$ cat config.mk
export PLATFORM = sky130hd
export DESIGN_NAME = merge_top
export DESIGN_NICKNAME = d
export VERILOG_FILES = /design/src/source/merge_pkg.sv /design/src/source/merge_top.sv /design/src/source/wb_merge_port.sv /design/src/source/merge_datapath.sv /design/src/source/merge_control.sv /design/src/source/run_fifo.sv
export SDC_FILE = /design/constraint.sdc
export NUM_CORES = 1
export LEC_CHECK = 0
export ABC_CLOCK_PERIOD_IN_PS = 8900
export BUFFER_PORTS_ARGS = -buffer_cell sky130_fd_sc_hd__buf_2
export CORE_ASPECT_RATIO = 0.5
export CORE_UTILIZATION = 38
export CTS_CLUSTER_DIAMETER = 40
export DETAILED_ROUTE_END_ITERATION = 7
export PLACE_DENSITY = 0.57
export SYNTH_ARGS = -nofsm -noshare
export SYNTH_HDL_FRONTEND = slang
export SYNTH_SLANG_ARGS = --single-unit
$ cat constraint.sdc
create_clock -name i_clk -period 8.9 [get_ports i_clk]
set_clock_uncertainty 0.15 [all_clocks]
set_input_delay 0.445 -clock i_clk [delete_from_list [all_inputs] [get_ports i_clk]]
set_output_delay 0.445 -clock i_clk [all_outputs]
set_load 0.02 [all_outputs]
$ cat src/source/merge_pkg.sv
package merge_pkg;

   localparam int WORD_W    = 16;    // width of one stream word.
   localparam int IN_DEPTH  = 8;     // entries in each input queue.
   localparam int OUT_DEPTH = 8;     // entries in the output queue.

   // wishbone word addresses of the four host registers.
   localparam logic [1:0] ADDR_A    = 2'd0;   // stream A push.
   localparam logic [1:0] ADDR_B    = 2'd1;   // stream B push.
   localparam logic [1:0] ADDR_OUT  = 2'd2;   // merged word read and pop.
   localparam logic [1:0] ADDR_STAT = 2'd3;   // status with finished in bit 0.

   typedef logic [WORD_W-1:0] word_t;

   // one merged record as it sits in the output queue.
   typedef struct packed {
      logic  lane;   // flips after every terminator.
      word_t word;   // zero marks the end of a merged run.
   } merge_out_t;

   typedef enum logic [2:0] {
      NOMINAL  = 3'b000,
      TOGGLE   = 3'b001,
      DONE_A   = 3'b010,
      DONE_B   = 3'b011,
      FINISHED = 3'b100
   } merge_state_t;

   // head status of both input queues as seen by the control.
   typedef struct packed {
      logic a_zero;        // head of A is a terminator.
      logic b_zero;        // head of B is a terminator.
      logic a_empty;
      logic b_empty;
      logic a_last_zero;   // the last word popped from A was a terminator.
      logic b_last_zero;   // the last word popped from B was a terminator.
   } head_flags_t;

   // one cycle of work for the datapath.
   typedef struct packed {
      logic pop_a;
      logic pop_b;
      logic push;
      logic select_a;   // the pushed word is taken from the A head.
   } merge_cmd_t;

endpackage
$ cat src/source/merge_top.sv
`timescale 1ns/1ps

module merge_top (
   input  logic        i_clk,
   input  logic        i_rst_n,
   input  logic        i_wb_cyc,
   input  logic        i_wb_stb,
   input  logic        i_wb_we,
   input  logic [1:0]  i_wb_adr,
   input  logic [31:0] i_wb_dat,
   output logic [31:0] o_wb_dat,
   output logic        o_wb_ack
);
   import merge_pkg::*;

   logic        push_a, push_b, pop_a, pop_b;
   logic        a_full, b_full, a_empty, b_empty;
   word_t       push_word, head_a, head_b;
   logic        out_push, out_pop, out_full, out_empty;
   merge_out_t  out_rec, out_head;
   head_flags_t flags;
   merge_cmd_t  cmd;
   logic        lane, finished;

   wb_merge_port u_port (
      .i_clk, .i_rst_n, .i_wb_cyc, .i_wb_stb, .i_wb_we, .i_wb_adr, .i_wb_dat,
      .o_wb_dat, .o_wb_ack, .i_a_full(a_full), .i_b_full(b_full),
      .o_push_a(push_a), .o_push_b(push_b), .o_push_word(push_word),
      .i_out_head(out_head), .i_out_empty(out_empty), .o_pop_out(out_pop),
      .i_finished(finished));

   // input queues for stream A and stream B.
   run_fifo #(.payload_t(word_t), .DEPTH(IN_DEPTH)) u_fifo_a (
      .i_clk, .i_rst_n, .i_push(push_a), .i_data(push_word), .i_pop(pop_a),
      .o_head(head_a), .o_full(a_full), .o_empty(a_empty));

   run_fifo #(.payload_t(word_t), .DEPTH(IN_DEPTH)) u_fifo_b (
      .i_clk, .i_rst_n, .i_push(push_b), .i_data(push_word), .i_pop(pop_b),
      .o_head(head_b), .o_full(b_full), .o_empty(b_empty));

   // merged records wait here until the host reads them.
   run_fifo #(.payload_t(merge_out_t), .DEPTH(OUT_DEPTH)) u_fifo_out (
      .i_clk, .i_rst_n, .i_push(out_push), .i_data(out_rec), .i_pop(out_pop),
      .o_head(out_head), .o_full(out_full), .o_empty(out_empty));

   merge_datapath u_datapath (
      .i_clk, .i_rst_n, .i_head_a(head_a), .i_head_b(head_b),
      .i_a_empty(a_empty), .i_b_empty(b_empty), .i_cmd(cmd), .i_lane(lane),
      .o_flags(flags), .o_pop_a(pop_a), .o_pop_b(pop_b), .o_push(out_push),
      .o_out(out_rec));

   merge_control u_control (
      .i_clk, .i_rst_n, .i_flags(flags), .i_head_a(head_a), .i_head_b(head_b),
      .i_out_full(out_full), .o_cmd(cmd), .o_lane(lane), .o_finished(finished));

endmodule

$ cat src/source/wb_merge_port.sv
`timescale 1ns/1ps

module wb_merge_port (
   input  logic                  i_clk,
   input  logic                  i_rst_n,
   input  logic                  i_wb_cyc,
   input  logic                  i_wb_stb,
   input  logic                  i_wb_we,
   input  logic [1:0]            i_wb_adr,
   input  logic [31:0]           i_wb_dat,
   output logic [31:0]           o_wb_dat,
   output logic                  o_wb_ack,
   input  logic                  i_a_full,
   input  logic                  i_b_full,
   output logic                  o_push_a,
   output logic                  o_push_b,
   output merge_pkg::word_t      o_push_word,
   input  merge_pkg::merge_out_t i_out_head,
   input  logic                  i_out_empty,
   output logic                  o_pop_out,
   input  logic                  i_finished
);
   import merge_pkg::*;

   logic        req;          // a new request not yet answered.
   logic        wr_a;
   logic        wr_b;
   logic        blocked;      // the target input queue has no room.
   logic        accept;
   logic [31:0] rd_data;

   // the ack of the previous cycle masks the request the master still holds.
   assign req     = i_wb_cyc & i_wb_stb & ~o_wb_ack;
   assign wr_a    = req & i_wb_we & (i_wb_adr == ADDR_A);
   assign wr_b    = req & i_wb_we & (i_wb_adr == ADDR_B);
   assign blocked = (wr_a & i_a_full) | (wr_b & i_b_full);
   assign accept  = req & ~blocked;   // back-pressure just delays the ack.

   // pop at the same edge that captures the head so the two stay paired.
   assign o_pop_out = accept & ~i_wb_we & (i_wb_adr == ADDR_OUT) & ~i_out_empty;

   always_comb begin
      case (i_wb_adr)
         // bit 17 is valid, then lane and word.
         ADDR_OUT:  rd_data = i_out_empty ? 32'd0 : {14'd0, 1'b1, i_out_head};
         ADDR_STAT: rd_data = {31'd0, i_finished};
         default:   rd_data = 32'd0;   // the stream registers are write only.
      endcase
   end

   always_ff @(posedge i_clk) begin
      if (!i_rst_n) begin
         o_wb_ack <= 1'b0;
         o_push_a <= 1'b0;
         o_push_b <= 1'b0;
      end else begin
         o_wb_ack <= accept;                 // one cycle pulse per accepted request.
         o_push_a <= wr_a & ~i_a_full;
         o_push_b <= wr_b & ~i_b_full;
      end
   end

   always_ff @(posedge i_clk) begin
      if (accept & i_wb_we) begin
         o_push_word <= i_wb_dat[WORD_W-1:0];   // upper bus bits are ignored.
      end
      if (accept & ~i_wb_we) begin
         o_wb_dat <= rd_data;
      end
   end

endmodule

$ cat src/source/merge_datapath.sv
`timescale 1ns/1ps

module merge_datapath (
   input  logic                   i_clk,
   input  logic                   i_rst_n,
   input  merge_pkg::word_t       i_head_a,
   input  merge_pkg::word_t       i_head_b,
   input  logic                   i_a_empty,
   input  logic                   i_b_empty,
   input  merge_pkg::merge_cmd_t  i_cmd,
   input  logic                   i_lane,
   output merge_pkg::head_flags_t o_flags,
   output logic                   o_pop_a,
   output logic                   o_pop_b,
   output logic                   o_push,
   output merge_pkg::merge_out_t  o_out
);
   import merge_pkg::*;

   logic  a_last_zero;   // set when the word just taken from A was a terminator.
   logic  b_last_zero;
   logic  terminator;    // this cycle closes a merged run.
   word_t sel_word;

   always_ff @(posedge i_clk) begin
      if (!i_rst_n) begin
         a_last_zero <= 1'b0;
         b_last_zero <= 1'b0;
      end else begin
         if (i_cmd.pop_a) begin
            a_last_zero <= (i_head_a == '0);
         end
         if (i_cmd.pop_b) begin
            b_last_zero <= (i_head_b == '0);
         end
      end
   end

   // flags for the control. The zero tests mean nothing while the queue is empty.
   assign o_flags.a_zero      = (i_head_a == '0);
   assign o_flags.b_zero      = (i_head_b == '0);
   assign o_flags.a_empty     = i_a_empty;
   assign o_flags.b_empty     = i_b_empty;
   assign o_flags.a_last_zero = a_last_zero;
   assign o_flags.b_last_zero = b_last_zero;

   // only a terminator pair pops both queues at once.
   assign terminator = i_cmd.pop_a & i_cmd.pop_b;
   assign sel_word   = i_cmd.select_a ? i_head_a : i_head_b;

   assign o_out.lane = i_lane;                        // record carries the current lane.
   assign o_out.word = terminator ? '0 : sel_word;    // one zero closes the run.

   // the command is already checked by the control and drives the queues as is.
   assign o_pop_a = i_cmd.pop_a;
   assign o_pop_b = i_cmd.pop_b;
   assign o_push  = i_cmd.push;

endmodule

$ cat src/source/merge_control.sv
`timescale 1ns/1ps

module merge_control (
   input  logic                   i_clk,
   input  logic                   i_rst_n,
   input  merge_pkg::head_flags_t i_flags,
   input  merge_pkg::word_t       i_head_a,
   input  merge_pkg::word_t       i_head_b,
   input  logic                   i_out_full,
   output merge_pkg::merge_cmd_t  o_cmd,
   output logic                   o_lane,
   output logic                   o_finished
);
   import merge_pkg::*;

   merge_state_t state;
   merge_state_t next_state;
   logic         a_lte_b;      // A wins ties so equal values keep stream order.
   logic         a_ready;
   logic         b_ready;
   logic         both_term;    // both heads are run terminators.
   logic         all_done;     // both streams ended on a terminator and are drained.

   assign a_lte_b   = (i_head_a <= i_head_b);
   assign a_ready   = ~i_flags.a_empty;
   assign b_ready   = ~i_flags.b_empty;
   assign both_term = a_ready & b_ready & i_flags.a_zero & i_flags.b_zero;
   assign all_done  = i_flags.a_empty & i_flags.b_empty &
                      i_flags.a_last_zero & i_flags.b_last_zero;

   always_comb begin
      next_state = state;
      o_cmd      = '0;   // a stall is the all-zero command.
      case (state)
         NOMINAL: begin
            // both heads are needed before anything can be compared.
            if (a_ready & b_ready) begin
               if (i_flags.a_zero) begin
                  next_state = DONE_A;   // run of A is over, B keeps going.
               end else if (i_flags.b_zero) begin
                  next_state = DONE_B;
               end else if (~i_out_full) begin
                  o_cmd.push     = 1'b1;
                  o_cmd.select_a = a_lte_b;
                  o_cmd.pop_a    = a_lte_b;
                  o_cmd.pop_b    = ~a_lte_b;
               end
            end
         end
         DONE_A: begin
            // drain what is left of the B run.
            if (b_ready) begin
               if (i_flags.b_zero) begin
                  next_state = TOGGLE;
               end else if (~i_out_full) begin
                  o_cmd.push  = 1'b1;   // select_a stays low so the B head goes out.
                  o_cmd.pop_b = 1'b1;
               end
            end
         end
         DONE_B: begin
            if (a_ready) begin
               if (i_flags.a_zero) begin
                  next_state = TOGGLE;
               end else if (~i_out_full) begin
                  o_cmd.push     = 1'b1;
                  o_cmd.select_a = 1'b1;
                  o_cmd.pop_a    = 1'b1;
               end
            end
         end
         TOGGLE: begin
            if (both_term) begin
               // consume both terminators and emit a single zero for the merged run.
               if (~i_out_full) begin
                  o_cmd.push     = 1'b1;
                  o_cmd.select_a = 1'b1;
                  o_cmd.pop_a    = 1'b1;
                  o_cmd.pop_b    = 1'b1;
               end
            end else if (all_done) begin
               next_state = FINISHED;
            end else if (a_ready & b_ready) begin
               next_state = NOMINAL;   // a new pair of runs has started.
            end
         end
         FINISHED: next_state = FINISHED;   // held until reset.
         default:  next_state = NOMINAL;
      endcase
   end

   always_ff @(posedge i_clk) begin
      if (!i_rst_n) begin
         state  <= NOMINAL;
         o_lane <= 1'b0;
      end else begin
         state <= next_state;
         if (o_cmd.pop_a & o_cmd.pop_b) begin
            o_lane <= ~o_lane;   // the next merged run goes to the other lane.
         end
      end
   end

   assign o_finished = (state == FINISHED);

endmodule

$ cat src/source/run_fifo.sv
`timescale 1ns/1ps

module run_fifo #(
   parameter type payload_t = merge_pkg::word_t,
   parameter int  DEPTH     = merge_pkg::IN_DEPTH
) (
   input  logic     i_clk,
   input  logic     i_rst_n,
   input  logic     i_push,
   input  payload_t i_data,
   input  logic     i_pop,
   output payload_t o_head,
   output logic     o_full,
   output logic     o_empty
);

   payload_t                     mem [DEPTH];   // circular storage.
   logic [$clog2(DEPTH)-1:0]     wr_ptr;
   logic [$clog2(DEPTH)-1:0]     rd_ptr;
   logic [$clog2(DEPTH+1)-1:0]   count;         // number of valid entries.
   logic                         do_push;
   logic                         do_pop;

   // a push into a full queue is taken only when the head leaves in the same cycle.
   assign do_push = i_push & (~o_full | i_pop);
   assign do_pop  = i_pop & ~o_empty;   // popping an empty queue does nothing.

   always_ff @(posedge i_clk) begin
      if (do_push) begin
         mem[wr_ptr] <= i_data;
      end
   end

   always_ff @(posedge i_clk) begin
      if (!i_rst_n) begin
         wr_ptr <= '0;
         rd_ptr <= '0;
         count  <= '0;
      end else begin
         if (do_push) begin
            wr_ptr <= (wr_ptr == DEPTH - 1) ? '0 : wr_ptr + 1'b1;   // wrap at the last slot.
         end
         if (do_pop) begin
            rd_ptr <= (rd_ptr == DEPTH - 1) ? '0 : rd_ptr + 1'b1;
         end
         case ({do_push, do_pop})
            2'b10:   count <= count + 1'b1;
            2'b01:   count <= count - 1'b1;
            default: count <= count;   // both or neither leave the level unchanged.
         endcase
      end
   end

   // the head is shown without a register so the merge can decide in the same cycle.
   assign o_head  = mem[rd_ptr];
   assign o_full  = (count == DEPTH);
   assign o_empty = (count == 0);

endmodule

* Word-level counts from Yosys, hierarchy flattened *
Memories as Yosys holds them, arrays and structs flattened. A register that Yosys moved wholly into a read port is not among the register bits.
Index checks and enable logic that the tools add are counted.

word-level totals
  RAM bits = 392
  memories kept = 3
  register bits after elaboration = 87
  logic and storage cells = 171

memories
  memory          words  width  read ports  clocked after memory_dff  wr ports  RTL line        RTL
  u_fifo_out.mem  8      17     1           1                         1         run_fifo.sv:17  payload_t mem [DEPTH];
  u_fifo_a.mem    8      16     1           1                         1         run_fifo.sv:17
  u_fifo_b.mem    8      16     1           1                         1         run_fifo.sv:17

cells by class
  bitwise logic cells = 42
  magnitude comparators = 1
  add/subtract/negate cells = 12
  reduce and logical (&&, ||, !) cells = 11
  mux-type cells = 54
  equal/unequal tests = 30

operators with widths
  operator             number
  $mux 3               22
  $pmux 32 s2          1
  $logic_not 16->1     2
  $mux 16              2
  $and 1x1->1          27
  $mux 4               6
  $pmux 4 s2           3
  $eq 3x3->1 const B   7
  $add 3x1->3 const B  6
  $mux 18              1
  $le 16x16->1         1
  $pmux 3 s5           1
  $add 4x1->4 const B  3
  $eq 4x4->1 const B   3
  $logic_not 4->1      3
  $sub 4x1->4 const B  3
  $not 1->1            11
  $eq 2x2->1 const B   5
  $mux 2               5
  $mux 1               9
  $pmux 1 s3           3
  $eq 2x1->1 const B   4
  $reduce_and 8->1     1
  $eq 3x2->1 const B   2
  other kinds (9)      19

* Logic depth before layout (Yosys ltp) *
Gate-level depths: netlist (run 1).

  depth after elaboration = 15
  depth in mapped cells = 25
  mapped depth without buffers = 21

* Hierarchy *
A second synthesis (run 1) with hierarchy kept.

second synthesis, totals
  cells, all modules = 1056
  area total of the unflattened synthesis = 19500.0 µm²

modules (own cells, without submodules)
  module                 cells each  times used  area an instance (µm²)  seq. area each (µm²)
  run_fifo (u_fifo_out)  277         1           5821.8                  4344.2
  run_fifo (u_fifo_a)    265         1           5520.3                  4103.9
  run_fifo (u_fifo_b)    265         1           5519.0                  4103.9
  wb_merge_port          84          1           1443.9                  1081.0
  merge_control          102         1           730.7                   80.1
  merge_datapath         63          1           464.2                   40.0

* Least setup slack after synthesis (run 1) *
No wires, ideal clock.

  path type = register to register
  start point = reg (tool-made name)
  end point = mem u_fifo_a.mem[0][0] (netlist bit), enable pin
  required time = 8.314 ns
  data arrival time = 5.673 ns
  cell stages (with the launch flop) = 16
  path buffers = 5
  setup time = 0.436 ns
  period minus slack after synthesis = 6.259 ns
  slack = 2.641 ns
  path through = dfxtp_1 -> buf_2 -> buf_2 -> buf_1 -> clkbuf_1 -> mux4_2 -> ha_1 -> and3_1 -> a221oi_1 -> o21ai_0 -> nor3_1 -> o211ai_1 -> o211ai_2 -> buf_6 -> nor2_1 -> nor4b_1

RTL lines
  item       RTL line
  to (decl)  run_fifo.sv:17

==> flow_summary.json, run 1 <==
{
  "run_status": "finished clean",
  "vdd_ir_drop_max_mv": 0.122,
  "post-route-drc-count": 0,
  "total_leakage_power_nw": 7.22,
  "synthDominantAreaCellType": "edfxtp_1",
  "area.growth.synth_to_final_pct": 14.2,
  "finalWeightedCongestion": 0.876,
  "ctsLongestPathBuffers": 3,
  "yosysUniqueCellTypes": 62,
  "worst-r2r-cell-count": 21,
  "die_area_sq_um": 53000,
  "worstPathMaxFanout": 29,
  "detailed_place_hpwl_microns": 27200,
  "timing.hold.worst.class": "primary input to flop",
  "detailroute.wirelength.met3_microns": 1930,
  "nNetsFinal": 1327,
  "worst_r2r_endpoint": "u_fifo_b.count[3]$_SDFFE_PN0P_",
  "finalCoreUtilization": 0.445,
  "synth-seq-area-share": 0.695,
  "cpPeakStageDelay_ns": 0.81,
  "sequence_of_cells_on_the_critical_path": "buf_4 > mux2_2 > mux2_2 > mux2i_1 > inv_1 > ha_1 > a21o_1 > a221oi_1 > o21ai_0 > nor3_1 > nor2_1 > a31oi_1 > o21a_4 > a21bo_1 > ha_1 > ha_1 > a21o_1 > a21oi_1 > xnor2_1 > or3_1 > a21boi_0",
  "clock-sinks": 474,
  "kind_of_start_point_of_the_critical_path": "flop",
  "drt_pre_antenna_iters": 5,
  "initial_antenna_violation_count": 0,
  "antenna_cells": 0,
  "yosys_register_bits": 474,
  "root_buffer": "clkbuf_16",
  "maxUsedRoutingLayer": "met4",
  "synth.area.top_cells": "edfxtp_1 (65%), mux4_2 (9.5%), mux2i_1 (5.1%)",
  "postSynthCellCount": 1155,
  "critical_path_class": "flop to flop",
  "fmax_ghz": 0.154,
  "synth.cell_area_sq_um": 19800,
  "fp.dieW_microns": 325,
  "num_io_pins": 72,
  "tritoncts": "yes",
  "final_hold_viol_count": 0,
  "final_cell_mix": "edfxtp_1 (426), mux2i_1 (100), mux4_2 (83)",
  "synth-edff-count": 426,
  "worstHoldStart": "i_wb_adr[1]",
  "num_rows": 58,
  "layout_commonest_cell": "edfxtp_1",
  "cts.clk_slew.worst_paths_ns": 0.06,
  "grt_setup_unrepaired": "no",
  "timing.hold.worst_endpoint": "u_port.o_wb_dat[0]$_DFFE_PP_",
  "synth_async_sr_flop_share": 0,
  "port-buffer-count": 41,
  "holdPathStages": 2,
  "netlist.area_leader.share": 0.647,
  "required_ns": 9.23,
  "largest_delay_share_family_worst_path": "compound AO/OA/AOI/OAI gates",
  "worst-endpoint-arrival_ns": 6.81,
  "fin_setup_tns_ns": 0,
  "drt_wl_total_microns": 42600,
  "met2_routed_wirelength_microns": 20300,
  "grt_start_max_net_pins": 49,
  "critical_path.slowest_cell": "dfxtp_2",
  "floorplan.initialDensity": 0.389,
  "clk_latency_ns": 0.57,
  "timing.max_cap.violations": 0,
  "fp.coreArea_sq_um": 50800,
  "maxSlewViolCount": 0,
  "power.density_nw_per_um2": 192,
  "die_y_microns": 163,
  "setup.reg_to_reg.worst_slack_ns": 2.43,
  "timing.critical_path.to_type": "flop",
  "crit_top_cell": "ha_1",
  "grt.total_usage": 0.162,
  "grt_pass1_vias": 10800,
  "period_share": 0.727,
  "ys.warnings.count": 0,
  "layout-drive-gt1-share": 0.207,
  "worst_slew_pin_slew_ns": 1.32,
  "syn_area_per_cell_sq_um": 17.1,
  "via_per_inst": 5.28,
  "h-tree-depth": 2,
  "routed_wire_length_per_instance_microns": 21.6,
  "synth_top_flop_cell": "edfxtp_1",
  "tritoncts.num_buffers": 47,
  "routedLengthMet1_microns": 19500,
  "detail_route.iter0.violations": 837,
  "antenna_left": 0,
  "globalRouteOverflowTotal": 0,
  "relSlewSlack": 0.109,
  "vias": 10400,
  "period_minus_slack_ns": 6.47,
  "grt_pass1_wl_microns": 64700,
  "report.final.setup_viol": 0,
  "critical_path_buf_inv_count": 2
}
==> power breakdown <==
group | switching [mW] | internal, mW | total [mW]
clock | 0.837 | 1.04 | 1.88
combinational | 0.0242 | 0.0151 | 0.0393
sequential | 0.0108 | 2.41 | 2.42
==> timing repair <==
item | CTS | global route
setup buffers | 0 | 0
hold buffers | 17 | 0
resized for setup | 0 | 0
hold endpoints to repair | 17 | 0
==> synthesized netlist by cell type (all sizes together), types with 14 or more instances <==
master and n:
a21oi 17, and2 14, buf 42, clkbuf 22, dfxtp 48, edfxtp 426
ha 37, inv 31, mux2i 100, mux4 85, nand2 46, nand2b 14
nor2 53, nor2b 18, nor3 19, nor4 29, o21ai 26
==> routing by layer <==
| layer | global-route usage | up-vias |
|---|---|---|
| li1 | - | 4764 |
| met5 | 0 | - |
| met3 | 0.0266 | 59 |
| met2 | 0.274 | 260 |
| met4 | 0.0431 | 0 |
| met1 | 0.219 | 5362 |
==> through the flow <==
| stage | power [mW] | hold WS, ns | std cells | setup slack, ns | cell area, sq um |
|---|---|---|---|---|---|
| CTS | 4.39 | 0.0323 | 1977 | 2.42 | 22600 |
| detailed placement | 2.50 | 0.327 | 1873 | 2.46 | 21000 |
| global route | 4.47 | 0.0373 | 1977 | 2.05 | 22600 |
| finish | 4.34 | 0.0586 | 1977 | 2.43 | 22600 |
| floorplan | 2.48 | 0.289 | 1168 | 2.64 | 19800 |
| global placement | 2.50 | 0.311 | 1873 | 2.53 | 21000 |
==> cell type report <==
class                      instances  area, sq um
sequential                       474        13800
timing repair buffer              96          661
multi-input combinational        599         5740
clock buffer                      59         1220
tap                              690          863
fill                            4358        28200
inverter                          31          116
clock inverter                    28          216
==> cells by family (layout without fill, tap and decap cells) <==
family | after synthesis | after routing | share of synthesized area
flip-flops | 474 | 474 | 0.695
multiplexers | 191 | 191 | 0.151
adder cells (fa/ha/maj) | 39 | 39 | 0.0254
AO/OA/AOI/OAI | 90 | 90 | 0.0311
XOR/XNOR | 10 | 10 | 0.00443
other | 1 | 14 | 0.000190
buffers and inverters | 95 | 214 | 0.0230
AND/OR/NAND/NOR | 255 | 255 | 0.0693
==> flip-flops by register name, summed over array words and instances (netlist names), named ones only <==
signal                  cells
u_fifo_b.count              4
u_control.o_lane            1
u_fifo_a.wr_ptr             3
u_fifo_out.wr_ptr           3
u_fifo_out.mem            136
u_fifo_a.rd_ptr             3
u_port.o_wb_ack             1
u_port.o_push_word         16
u_port.o_push_a             1
u_fifo_b.rd_ptr             3
u_port.o_wb_dat            18
u_control.state             3
u_fifo_a.mem              128
u_fifo_b.wr_ptr             3
u_port.o_push_b             1
u_fifo_out.rd_ptr           3
u_datapath.a_last_zero      1
u_fifo_b.mem              128
u_fifo_out.count            4
u_fifo_a.count              4
u_datapath.b_last_zero      1
==> worst max-delay path by stage <==
stage | slack [ns] | start | depth (start not counted) | to
floorplan | 2.64 | flop | 15 | u_fifo_a.mem[0][0]$_DFFE_PP_
global placement | 2.53 | flop | 21 | u_fifo_b.count[3]$_SDFFE_PN0P_
detailed placement | 2.46 | flop | 21 | u_fifo_b.count[3]$_SDFFE_PN0P_
CTS | 2.42 | flop | 21 | u_fifo_b.count[3]$_SDFFE_PN0P_
global route | 2.05 | flop | 21 | u_fifo_b.count[3]$_SDFFE_PN0P_
finish | 2.43 | flop | 21 | u_fifo_b.count[3]$_SDFFE_PN0P_
(Power assumes the default switching activity.)
==> inputs of run 2 (changes only) <==
- ABC_AREA: not set -> 1
- ABC_CLOCK_PERIOD_IN_PS: 8900 -> 5200
- PLACE_DENSITY: 0.57 -> 0.59
- clock period: 8.9 -> 5.2 ns (I/O delays scaled with it)
==> run 2 against run 1 <==
Net effect:
- global-route usage up 0.22 points
- worst setup slack worse by 1.9 ns
- cell count rose by 38%
- critical endpoint unchanged
==> flow_summary.json, run 2 <==
{
  "seq_area_sq_um": 13800,
  "clock-sinks": 474,
  "fin_setup_tns_ns": 0,
  "synth_async_sr_flop_share": 0,
  "synth.cell_area_sq_um": 20400,
  "fp.dieW_microns": 330,
  "die_area_sq_um": 54700,
  "detail_route.iter0.violations": 924,
  "vias": 13100,
  "clk_latency_ns": 0.57,
  "worst_slew_pin_slew_ns": 1.24,
  "fp.coreArea_sq_um": 52500,
  "post_cts_buffers": 0,
  "postSynthCellCount": 1920,
  "nNetsFinal": 2072,
  "grt_start_max_net_pins": 70,
  "final_hold_viol_count": 0,
  "h-tree-depth": 2,
  "vdd_ir_drop_max_mv": 0.253,
  "biggestRegsByFlops": "u_fifo_out.mem (136), u_fifo_a.mem (128), u_fifo_b.mem (128)",
  "maxSlewViolCount": 0,
  "worstPathMaxFanout": 17,
  "initial_antenna_violation_count": 0,
  "num_rows": 59,
  "timing.hold.worst.class": "primary input to flop",
  "antenna_cells": 0,
  "largest_reg_flops": 136,
  "synth.area.top_cells": "edfxtp_1 (63%), nand2_1 (7.9%), dfxtp_1 (4.7%)",
  "finalPower_mw": 7.53,
  "routed_wire_length_per_instance_microns": 16.5,
  "layout.filler_cells": 4749,
  "drt_pre_antenna_iters": 5,
  "kind_of_start_point_of_the_critical_path": "flop",
  "setup.reg_to_reg.worst_slack_ns": 0.55,
  "detailed_place_hpwl_microns": 26500,
  "ys.warnings.count": 0,
  "tritoncts.num_buffers": 47,
  "grt_pass1_wl_microns": 69300,
  "hold_ws_ns": 0.0558,
  "top_post_synthesis_cells_by_count": "nand2_1 (431), edfxtp_1 (426), inv_1 (233), nor2_1 (228), nand3_1 (158)",
  "cpPeakStageDelay_ns": 0.68,
  "holdPathStages": 3,
  "num_io_pins": 72,
  "report.final.setup_viol": 0,
  "yosysUniqueCellTypes": 40,
  "grt.total_usage": 0.164,
  "yosys_register_bits": 474,
  "drt_wl_total_microns": 45100,
  "finalCoreUtilization": 0.439,
  "post-route-drc-count": 0,
  "layout-drive-gt1-share": 0.0892,
  "globalRouteOverflowTotal": 0,
  "ctsLongestPathBuffers": 3,
  "timing.max_cap.violations": 0,
  "grt_setup_unrepaired": "no",
  "antenna_left": 0,
  "finalWeightedCongestion": 0.805,
  "tritoncts": "yes",
  "via_per_inst": 4.79,
  "worstHoldStart": "i_rst_n",
  "required_ns": 5.49,
  "timing.critical_path.to_type": "flop",
  "synth_top_flop_cell": "edfxtp_1",
  "port-buffer-count": 41,
  "cts.clk_slew.worst_paths_ns": 0.06,
  "worst_r2r_endpoint": "u_fifo_b.count[3]$_SDFFE_PN0P_",
  "root_buffer": "clkbuf_16",
  "relSlewSlack": 0.166,
  "critical_path.slowest_cell": "dfxtp_1",
  "worst-endpoint-arrival_ns": 4.94,
  "largest-register": "u_fifo_out.mem",
  "total_area_of_multi_input_combinational_cells_sq_um": 5250,
  "cts.repair.resized": 0,
  "synth-edff-count": 426,
  "fmax_ghz": 0.215,
  "synthDominantAreaCellType": "edfxtp_1",
  "synth-seq-area-share": 0.674,
  "die_y_microns": 166,
  "floorplan.initialDensity": 0.389,
  "area.growth.synth_to_final_pct": 13.0,
  "critical_path_class": "flop to flop",
  "ctsHoldBuffers": 21,
  "period_minus_slack_ns": 4.65,
  "layout_commonest_cell": "nand2_1",
  "final_cell_mix": "nand2_1 (431), edfxtp_1 (426), inv_1 (233)",
  "syn_area_per_cell_sq_um": 10.6,
  "yosys.cell_count.top_type": "nand2_1",
  "grt_pass1_vias": 12200,
  "power.density_nw_per_um2": 326,
  "total_leakage_power_nw": 9.03,
  "timing.hold.worst_endpoint": "u_fifo_b.wr_ptr[0]$_SDFFE_PN0P_",
  "run_status": "finished clean",
  "netlist.area_leader.share": 0.627,
  "period_share": 0.894,
  "worst-r2r-cell-count": 25
}
[run 2: cell count changes in the layout (fill, tap and decap cells not counted), sizes merged, moves of 26 or more]
cell | before | now
nand2 | 46 | 438
inv | 39 | 243
nor2 | 53 | 236
nand3 | 9 | 160
o21ai | 26 | 140
mux2i | 100 | 0
mux4 | 85 | 0
nor4 | 29 | 3
[run 2: final cells by class]
type	instances	area share
clock inverters	27	0.0113
repair buffers	105	0.0342
well taps	701	0.0380
inverters	241	0.0393
flip-flops and latches	474	0.596
multi-input cells	1125	0.228
clock buffers	57	0.0531
[run 2: layer usage]
| layer | global-route usage | up-vias | share of wire |
|---|---|---|---|
| met5 | 0 | - | 0 |
| met4 | 0.0372 | 0 | 0.019 |
| met3 | 0.0287 | 72 | 0.049 |
| met2 | 0.262 | 272 | 0.45 |
| met1 | 0.234 | 6197 | 0.48 |
| li1 | - | 6539 | - |
[run 2: stage by stage]
stage	setup WS (ns)	cells	instance area, sq um
after CTS	0.557	2730	23100
after global placement	0.606	2625	21400
after detailed placement	0.587	2625	21400
final	0.553	2730	23100
after global routing	0.137	2730	23100
after floorplan	1.53	1933	20500
[run 2: worst max-delay path by stage]
stage	cells after the start	end	slack, ns	startpoint
after global routing	15	u_fifo_out.mem[2][0]$_DFFE_PP_	0.14	flop
after floorplan	31	u_fifo_b.count[3]$_SDFFE_PN0P_	1.53	flop
after detailed placement	25	u_fifo_b.count[3]$_SDFFE_PN0P_	0.59	flop
final	25	u_fifo_b.count[3]$_SDFFE_PN0P_	0.55	flop
after global placement	25	u_fifo_b.count[3]$_SDFFE_PN0P_	0.61	flop
after CTS	25	u_fifo_b.count[3]$_SDFFE_PN0P_	0.56	flop
[run 2: cell families (layout without fill, tap and decap cells)]
kind of cell | Yosys count | in the layout | share of synthesized area
flip-flops | 474 | 474 | 0.674
XOR/XNOR | 7 | 7 | 0.00300
buffers and inverters | 334 | 430 | 0.0711
AND/OR/NAND/NOR | 857 | 857 | 0.173
adder cells (fa/ha/maj) | 39 | 39 | 0.0247
other | 1 | 14 | 0.000184
AO/OA/AOI/OAI | 208 | 208 | 0.0545
[run 2: critical path, delay by kind of cell (launching register included)]
family          cells  cell delay [ns]
simple gates       13             1.28
compound gates      6             0.91
fa+ha+maj           3             0.84
flops               1             0.68
buf+inv             3             0.67
[run 2: where the power goes]
part	leakage (nW)	internal [mW]	switching [mW]	total, mW
sequential	4.23	4.12	0.0183	4.14
clock	0.718	1.84	1.46	3.31
combinational	4.08	0.0289	0.0546	0.0835
total	9.03	5.99	1.54	7.53
